==> src/power_settings.svh <==
`ifndef POWER_SETTINGS_SVH
`define POWER_SETTINGS_SVH

// ------------------------------------------------------------
// Datapath sizing
// ------------------------------------------------------------

`define POWER_OPERAND_W   8
`define POWER_MAX_EXP     5

// Enough bits to hold the largest operand to the largest power
`define POWER_RESULT_W    (`POWER_OPERAND_W * `POWER_MAX_EXP)

// Multiply stages after the seed
`define POWER_STAGES      4

// ------------------------------------------------------------
// Queue and bus
// ------------------------------------------------------------

`define POWER_QUEUE_DEPTH 4
`define POWER_ADDR_W      4

`endif

==> src/power_pkg.sv <==
`include "power_settings.svh"

package power_pkg;

    // ------------------------------------------------------------
    // Datapath words
    // ------------------------------------------------------------

    typedef logic [`POWER_OPERAND_W-1:0] operand_t;

    // Only 0 to 5 are accepted by the decoder
    typedef logic [2:0] exponent_t;

    typedef logic [`POWER_RESULT_W-1:0] result_t;

    // Needs to hold the full depth, not just depth - 1
    typedef logic [$clog2(`POWER_QUEUE_DEPTH + 1)-1:0] count_t;

    // ------------------------------------------------------------
    // Register offsets
    // ------------------------------------------------------------

    typedef enum logic [`POWER_ADDR_W-1:0] {
        REG_CMD       = 'h0,
        REG_STATUS    = 'h4,
        REG_RESULT_LO = 'h8,
        REG_RESULT_HI = 'hC
    } reg_addr_e;

endpackage

==> src/power_apb_decode.sv <==
`include "power_settings.svh"

module power_apb_decode (
    input  logic                     clk,
    input  logic                     rst,

    // APB slave
    input  logic [`POWER_ADDR_W-1:0] paddr,
    input  logic                     psel,
    input  logic                     penable,
    input  logic                     pwrite,
    input  logic [31:0]              pwdata,
    output logic [31:0]              prdata,
    output logic                     pready,
    output logic                     pslverr,

    // Queue state
    input  logic                     full,
    input  logic                     empty,
    input  power_pkg::count_t        count,
    input  power_pkg::result_t       head_result,
    input  power_pkg::operand_t      head_operand,
    input  power_pkg::exponent_t     head_exponent,

    // Launch and queue control
    output logic                     cmd_valid,
    output power_pkg::operand_t      cmd_operand,
    output power_pkg::exponent_t     cmd_exponent,
    output logic                     reserve,
    output logic                     pop
);

    import power_pkg::*;

    logic        access;
    operand_t    wr_operand;
    exponent_t   wr_exponent;
    logic        exp_ok;
    logic        cmd_accept;
    logic        wr_error;
    logic        rd_error;
    logic [31:0] rd_data;

    // ------------------------------------------------------------
    // Access phase and command fields
    // ------------------------------------------------------------

    // Zero wait states, every transfer ends in its access phase
    assign pready = 1'b1;
    assign access = psel & penable;

    assign wr_operand  = pwdata[`POWER_OPERAND_W-1:0];
    assign wr_exponent = pwdata[`POWER_OPERAND_W +: $bits(exponent_t)];
    assign exp_ok      = (wr_exponent <= exponent_t'(`POWER_MAX_EXP));

    assign cmd_accept = access & pwrite & (paddr == REG_CMD) & exp_ok & ~full;

    // ------------------------------------------------------------
    // Register decode
    // ------------------------------------------------------------

    always_comb begin
        // Anything not listed below is an error
        wr_error = 1'b1;
        rd_error = 1'b1;
        rd_data  = '0;
        case (paddr)
            REG_CMD: begin
                wr_error = ~exp_ok | full;
            end
            REG_STATUS: begin
                rd_error = 1'b0;
                rd_data  = 32'({full, count});
            end
            REG_RESULT_LO: begin
                rd_error = empty;
                rd_data  = head_result[31:0];
            end
            REG_RESULT_HI: begin
                rd_error = empty;
                // Upper result byte, then the tags
                rd_data  = 32'({head_exponent, head_operand,
                                head_result[`POWER_RESULT_W-1:32]});
            end
            default: begin
                rd_data = '0;
            end
        endcase
    end

    assign pslverr = access & (pwrite ? wr_error : rd_error);

    // Zero on writes and on any failed read
    assign prdata = (access & ~pwrite & ~rd_error) ? rd_data : '0;

    // Head leaves the queue on the high word read
    assign pop = access & ~pwrite & (paddr == REG_RESULT_HI) & ~empty;

    // ------------------------------------------------------------
    // Launch register
    // ------------------------------------------------------------

    always_ff @(posedge clk or posedge rst) begin
        if (rst) begin
            cmd_valid <= 1'b0;
        end else begin
            cmd_valid <= cmd_accept;
        end
    end

    always_ff @(posedge clk) begin
        if (cmd_accept) begin
            cmd_operand  <= wr_operand;
            cmd_exponent <= wr_exponent;
        end
    end

    // Slot is booked in the same cycle the pipeline sees the command
    assign reserve = cmd_valid;

endmodule

==> src/power_execute.sv <==
`include "power_settings.svh"

module power_execute (
    input  logic                 clk,
    input  logic                 rst,

    // Command from the launch register
    input  logic                 cmd_valid,
    input  power_pkg::operand_t  cmd_operand,
    input  power_pkg::exponent_t cmd_exponent,

    // Finished power with its tags
    output logic                 out_valid,
    output power_pkg::result_t   out_result,
    output power_pkg::operand_t  out_operand,
    output power_pkg::exponent_t out_exponent
);

    import power_pkg::*;

    localparam int STAGES = `POWER_STAGES;

    // Inputs seen by each stage, index 0 is the seed
    logic      src_valid [0:STAGES-1];
    operand_t  src_op    [0:STAGES-1];
    exponent_t src_exp   [0:STAGES-1];
    result_t   src_pow   [0:STAGES-1];

    // Stage registers
    logic      stage_valid [1:STAGES];
    operand_t  stage_op    [1:STAGES];
    exponent_t stage_exp   [1:STAGES];
    result_t   stage_pow   [1:STAGES];

    result_t   next_pow    [1:STAGES];

    // ------------------------------------------------------------
    // Seed and stage inputs
    // ------------------------------------------------------------

    always_comb begin
        src_valid[0] = cmd_valid;
        src_op[0]    = cmd_operand;
        src_exp[0]   = cmd_exponent;
        // x^0 is 1, otherwise start from x itself
        src_pow[0]   = (cmd_exponent == '0) ? result_t'(1) : result_t'(cmd_operand);
        for (int k = 1; k < STAGES; k++) begin
            src_valid[k] = stage_valid[k];
            src_op[k]    = stage_op[k];
            src_exp[k]   = stage_exp[k];
            src_pow[k]   = stage_pow[k];
        end
    end

    // Stage k multiplies only while k is below the exponent
    always_comb begin
        for (int k = 1; k <= STAGES; k++) begin
            if (src_exp[k-1] > exponent_t'(k)) begin
                next_pow[k] = result_t'(src_pow[k-1] * result_t'(src_op[k-1]));
            end else begin
                next_pow[k] = src_pow[k-1];
            end
        end
    end

    // ------------------------------------------------------------
    // Pipeline registers
    // ------------------------------------------------------------

    always_ff @(posedge clk or posedge rst) begin
        if (rst) begin
            for (int k = 1; k <= STAGES; k++) begin
                stage_valid[k] <= 1'b0;
            end
        end else begin
            for (int k = 1; k <= STAGES; k++) begin
                stage_valid[k] <= src_valid[k-1];
            end
        end
    end

    // Payload follows its valid bit, no stall
    always_ff @(posedge clk) begin
        for (int k = 1; k <= STAGES; k++) begin
            stage_op[k]  <= src_op[k-1];
            stage_exp[k] <= src_exp[k-1];
            stage_pow[k] <= next_pow[k];
        end
    end

    assign out_valid    = stage_valid[STAGES];
    assign out_result   = stage_pow[STAGES];
    assign out_operand  = stage_op[STAGES];
    assign out_exponent = stage_exp[STAGES];

endmodule

==> src/power_result.sv <==
`include "power_settings.svh"

module power_result (
    input  logic                 clk,
    input  logic                 rst,

    // From the decoder
    input  logic                 reserve,
    input  logic                 pop,

    // From the pipeline
    input  logic                 out_valid,
    input  power_pkg::result_t   out_result,
    input  power_pkg::operand_t  out_operand,
    input  power_pkg::exponent_t out_exponent,

    // Head entry and state
    output power_pkg::result_t   head_result,
    output power_pkg::operand_t  head_operand,
    output power_pkg::exponent_t head_exponent,
    output logic                 empty,
    output logic                 full,
    output power_pkg::count_t    count
);

    import power_pkg::*;

    localparam int DEPTH = `POWER_QUEUE_DEPTH;
    localparam int PTR_W = $clog2(DEPTH);

    result_t    mem_result   [DEPTH];
    operand_t   mem_operand  [DEPTH];
    exponent_t  mem_exponent [DEPTH];

    logic [PTR_W-1:0] wr_ptr;
    logic [PTR_W-1:0] rd_ptr;

    // Slots in use or promised to commands still in flight
    count_t booked;

    function automatic logic [PTR_W-1:0] ptr_next(input logic [PTR_W-1:0] ptr);
        return (ptr == PTR_W'(DEPTH - 1)) ? '0 : ptr + 1'b1;
    endfunction

    // ------------------------------------------------------------
    // Pointers and counters
    // ------------------------------------------------------------

    always_ff @(posedge clk or posedge rst) begin
        if (rst) begin
            wr_ptr <= '0;
            rd_ptr <= '0;
        end else begin
            if (out_valid) begin
                wr_ptr <= ptr_next(wr_ptr);
            end
            if (pop) begin
                rd_ptr <= ptr_next(rd_ptr);
            end
        end
    end

    // Completed entries only
    always_ff @(posedge clk or posedge rst) begin
        if (rst) begin
            count <= '0;
        end else begin
            case ({out_valid, pop})
                2'b10:   count <= count + 1'b1;
                2'b01:   count <= count - 1'b1;
                default: count <= count;
            endcase
        end
    end

    always_ff @(posedge clk or posedge rst) begin
        if (rst) begin
            booked <= '0;
        end else begin
            case ({reserve, pop})
                2'b10:   booked <= booked + 1'b1;
                2'b01:   booked <= booked - 1'b1;
                default: booked <= booked;
            endcase
        end
    end

    // ------------------------------------------------------------
    // Storage
    // ------------------------------------------------------------

    always_ff @(posedge clk) begin
        if (out_valid) begin
            mem_result[wr_ptr]   <= out_result;
            mem_operand[wr_ptr]  <= out_operand;
            mem_exponent[wr_ptr] <= out_exponent;
        end
    end

    assign head_result   = mem_result[rd_ptr];
    assign head_operand  = mem_operand[rd_ptr];
    assign head_exponent = mem_exponent[rd_ptr];

    assign empty = (count == '0);
    assign full  = (booked >= count_t'(DEPTH));

endmodule

==> src/power_top.sv <==
`include "power_settings.svh"

module power_top (
    input  logic                     clk,
    input  logic                     rst,

    // APB slave
    input  logic [`POWER_ADDR_W-1:0] paddr,
    input  logic                     psel,
    input  logic                     penable,
    input  logic                     pwrite,
    input  logic [31:0]              pwdata,
    output logic [31:0]              prdata,
    output logic                     pready,
    output logic                     pslverr
);

    import power_pkg::*;

    // Decode to pipeline
    logic      cmd_valid;
    operand_t  cmd_operand;
    exponent_t cmd_exponent;

    // Decode to queue
    logic      reserve;
    logic      pop;

    // Pipeline to queue
    logic      out_valid;
    result_t   out_result;
    operand_t  out_operand;
    exponent_t out_exponent;

    // Queue back to decode
    result_t   head_result;
    operand_t  head_operand;
    exponent_t head_exponent;
    logic      empty;
    logic      full;
    count_t    count;

    // ------------------------------------------------------------
    // Blocks
    // ------------------------------------------------------------

    power_apb_decode decode_i (
        .clk           (clk),
        .rst           (rst),
        .paddr         (paddr),
        .psel          (psel),
        .penable       (penable),
        .pwrite        (pwrite),
        .pwdata        (pwdata),
        .prdata        (prdata),
        .pready        (pready),
        .pslverr       (pslverr),
        .full          (full),
        .empty         (empty),
        .count         (count),
        .head_result   (head_result),
        .head_operand  (head_operand),
        .head_exponent (head_exponent),
        .cmd_valid     (cmd_valid),
        .cmd_operand   (cmd_operand),
        .cmd_exponent  (cmd_exponent),
        .reserve       (reserve),
        .pop           (pop)
    );

    power_execute execute_i (
        .clk          (clk),
        .rst          (rst),
        .cmd_valid    (cmd_valid),
        .cmd_operand  (cmd_operand),
        .cmd_exponent (cmd_exponent),
        .out_valid    (out_valid),
        .out_result   (out_result),
        .out_operand  (out_operand),
        .out_exponent (out_exponent)
    );

    power_result result_i (
        .clk           (clk),
        .rst           (rst),
        .reserve       (reserve),
        .pop           (pop),
        .out_valid     (out_valid),
        .out_result    (out_result),
        .out_operand   (out_operand),
        .out_exponent  (out_exponent),
        .head_result   (head_result),
        .head_operand  (head_operand),
        .head_exponent (head_exponent),
        .empty         (empty),
        .full          (full),
        .count         (count)
    );

endmodule
==> config.mk <==
export PLATFORM = sky130hd
export DESIGN_NAME = power_top
export DESIGN_NICKNAME = d
export VERILOG_FILES = /design/src/power_pkg.sv /design/src/power_apb_decode.sv /design/src/power_execute.sv /design/src/power_result.sv /design/src/power_top.sv
export VERILOG_INCLUDE_DIRS = /design/src
export SDC_FILE = /design/constraint.sdc
export NUM_CORES = 2
export LEC_CHECK = 0
export BUFFER_PORTS_ARGS = -buffer_cell sky130_fd_sc_hd__buf_4
export CAP_MARGIN = 20
export CORE_MARGIN = 4
export CORE_UTILIZATION = 60
export CTS_CLUSTER_SIZE = 40
export DETAILED_ROUTE_END_ITERATION = 12
export PLACE_DENSITY = 0.76
export SYNTH_ARGS = -nofsm -noshare
export SYNTH_HDL_FRONTEND = slang
export SYNTH_SLANG_ARGS = --single-unit
==> constraint.sdc <==
create_clock -name clk -period 11.5 [get_ports clk]
set_clock_uncertainty 0.15 [all_clocks]
set_input_delay 0 -clock clk [delete_from_list [all_inputs] [get_ports clk]]
set_output_delay 0 -clock clk [all_outputs]
set_load 0.05 [all_outputs]
==> results by group <==
Clocking
  – Worst skew pair latency: 0.58 ns
  – # clock sinks: 398
  – CTS H-tree depth: 2
  – Root Buffer: clkbuf_16
  – CTS tree: yes
  – Clock Path Buffers: 3
  – Setup bufs post-CTS: 0
  – Total CTS buffers: 41
  – Clock-pin slew on the worst setup and hold paths: 0.06 ns

Finish
  – Layout area overhead: 7.707%
  – Commonest non-fill, non-tap cells in the layout: inv_1 (509), fa_1 (493), and2_1 (467)
  – Fraction of layout cells with a size suffix above 1: 7.245%
  – Layout Nets: 4,076
  – Most common cell after layout, fill and taps aside: inv_1
  – Fill count: 4,402

Global route
  – Global-route wire length before repair: 130,500 um
  – Vias in the first global route: 26,137
  – Total Routing Usage GR: 25.24%
  – Pin count of the biggest net entering global routing: 80
  – Grt total ovfl: 0
  – Initial antenna violation count: 0

Logic synthesis
  – Post-synth EDFFs: 215
  – Synth Flop Type: edfxtp_1
  – Syn Area/Cell: 10.61 um^2
  – Top cell type's share of synthesized area: 28.03%
  – Register area share after synthesis: 28.95%
  – #FFs+latches synth: 398
  – Mapped Area: 35,210 um^2
  – Post-synthesis cell count: 3,320
  – Synth top area cells: fa_1 (28%), edfxtp_1 (18%), dfxtp_1 (9.6%)
  – Yosys Warn Count: 0
  – Post-synth top area cell: fa_1
  – Ys async rst share: 3.769%
  – Syn Nets: 4,060
  – Distinct cell type count after synthesis: 76

Place
  – Routability cong.: 0.8839
  – Buffers on Ports: 52
  – DP HPWL: 56,080 um
  – Post-Place Setup Slack: 5.321 ns

Routing
  – Number of remaining DRC errors: 0
  – ANT nets after route: 1
  – Drt via density: 5.698
  – Initial drt markers: 1,649
  – Routed length per instance: 18.51 um
  – DR pass1 iterations: 5
  – Routed WL: 76,590 um
  – Vias after detailed routing: 23,579

Timing
  – Sum Neg Setup Slack: 0 ns
  – RSZ-0062 raised after global routing: no
  – Final worst slack: 5.263 ns
  – Period utilisation layout: 54.23%
  – Worst rel slew slack: 27.01%
  – Final setup fails: 0
  – Hold Violations, Final: 0
  – Max-slew violation count: 0
  – Final worst path period need: 6.237 ns
  – Actual slew at the worst max-slew pin: 1.095 ns
  – Max Freq: 160.3 MHz

Critical path
  – Worst setup SP type: flip-flop
  – Crit path required time: 11.81 ns
  – Reg2Reg Depth: 16
  – RR Endpoint: execute_i.stage_pow[0][155]$_SDFF_PP0_
  – Worst Path Arrival: 6.54 ns
  – FF-to-FF setup slack: 5.26 ns
  – Worst setup path class: reg2reg
  – CP Capture Type: flip-flop
  – CP max FO: 29
  – Critical R2R Launch: execute_i.stage_op[0][18]$_DFF_P_

Flow run
  – Max-Cap Viols: 0

Pwr
  – Pleak: 0.01704 uW
  – Worst IR drop on VDD: 0.2544 mV
  – Sw Share: 39.74%
  – Sequential power share: 27.1%
  – Comb pwr share: 52.5%
  – Internal: 3888 uW
  – PD cells: 170.1 nW/um^2
  – Share of total power in the clock network: 20.4%
  – Switch Pwr: 2564 uW

Hold path
  – Hold depth: 2
  – Hold Path End: decode_i.cmd_exponent[2]$_DFFE_PP_
  – Worst min path class: in2reg
  – Hold path start: pwdata[10]

Floorplanning
  – I/O Pins: 75
  – Die area: 62,630 um^2
  – Row count: 88
  – Die W: 250.3 um
  – Core Box Area: 57,920 um^2
  – Die height: 250.3 um
  – Initial Utilization: 60.80%

Status
  – Failing checks: antenna violations
  – Outcome: finished with violations
[area by class of cell]
class	count	area (um^2)	share of cell area [%]
antenna	5	12.51	0.03299
clock buffer	56	1134	2.989
clock inverter	19	205.2	0.5411
inverter	509	1911	5.038
multi-input combinational	2285	22640	59.69
sequential	398	10200	26.90
tap	765	957.2	2.524
timing repair buffer	101	865.8	2.283
[cell usage after synthesis, types with 29 or more instances]
cell	instances
a21o_1	35
mux4_2	51
clkbuf_1	117
nand2_1	324
inv_1	509
mux2_2	29
ha_1	206
a21oi_1	83
xnor2_1	62
and2_1	471
dfxtp_1	168
nand3_1	37
and3_1	32
xor2_1	40
edfxtp_1	215
o21ai_0	83
fa_1	493
nor2_1	102
[critical path, stage by stage, from the launching register on]
cell	delay (ns)
dfxtp_1	1.02
nand2_1	0.20
fa_1	0.47
fa_1	0.48
fa_1	0.55
inv_1	0.05
fa_1	0.43
ha_1	0.35
o211ai_2	0.18
a21oi_1	0.08
nor3_1	0.48
o2111ai_1	0.30
a221oi_2	0.46
o221ai_2	0.20
a41oi_2	0.33
nor4_1	0.09
a211o_1	0.29
[worst max-delay path by stage]
stage / from / to / slack (ns)
after floorplan: execute_i.stage_op[0][26]$_DFF_P_ / execute_i.stage_pow[0][191]$_DFF_P_ / 6.24
after global placement: execute_i.stage_op[0][18]$_DFF_P_ / execute_i.stage_pow[0][155]$_SDFF_PP0_ / 5.41
after detailed placement: execute_i.stage_op[0][19]$_DFF_P_ / execute_i.stage_pow[0][155]$_SDFF_PP0_ / 5.32
after CTS: execute_i.stage_op[0][18]$_DFF_P_ / execute_i.stage_pow[0][155]$_SDFF_PP0_ / 5.30
after global routing: execute_i.stage_op[0][18]$_DFF_P_ / execute_i.stage_pow[0][155]$_SDFF_PP0_ / 4.90
final: execute_i.stage_op[0][18]$_DFF_P_ / execute_i.stage_pow[0][155]$_SDFF_PP0_ / 5.26
[routing by layer]
layer	wire length (um)	GRT usage, %	vias up
met1	31880	32.83	12041
met3	4057	3.063	155
met4	2518	8.464	0
met5	0	0	-
met2	38140	44.31	711
li1	-	-	10672
[sequential cells by signal, indices dropped and copies added, names as in the netlist]
signal / flops
decode_i.cmd_exponent: 3
decode_i.cmd_operand: 8
decode_i.cmd_valid: 1
execute_i.out_valid: 1
execute_i.src_valid: 3
execute_i.stage_exp: 12
execute_i.stage_op: 32
execute_i.stage_pow: 124
result_i.booked: 3
result_i.count: 3
result_i.mem_exponent: 12
result_i.mem_operand: 32
result_i.mem_result: 160
result_i.rd_ptr: 2
result_i.wr_ptr: 2
[per-stage QoR]
step	std cells	hold slack [ns]	instance area (um^2)	power (uW)	util (%)
floorplan	3320	-0.2485	35210	4412	-
global placement	4028	-0.08141	36240	5017	62.58
detailed placement	4028	-0.06228	36240	5115	62.58
CTS	4130	0.001329	37850	6461	65.35
global route	4133	0.03804	37910	7003	65.46
finish	4138	0.04677	37930	6451	65.48
[power by group through the flow]
stage / clock network, uW / registers (uW) / logic (uW)
2_1_floorplan: 0 / 1710 / 2710
3_3_place_gp: 0 / 1770 / 3250
3_5_place_dp: 0 / 1780 / 3340
4_1_cts: 1340 / 1750 / 3370
5_1_grt: 1410 / 1770 / 3830
6_report: 1310 / 1750 / 3390
[cells by family (layout without fill, tap and decap cells)]
kind of cell	count (synthesis)	count (layout)	share of synthesized area, %
XOR/XNOR	102	102	2.537
multiplexers	82	82	4.246
adder cells (fa/ha/maj)	699	699	35.35
flip-flops	398	398	28.95
AND/OR/NAND/NOR	1065	1065	15.86
buffers and inverters	637	685	6.808
AO/OA/AOI/OAI	336	336	6.240
other	1	6	0.01065
[what timing repair did]
action                                 CTS  global route
endpoints found under the hold margin   40             0
hold buffers                            27             0
gates resized for setup                  0             0
Power figures use the tool's default switching activity.
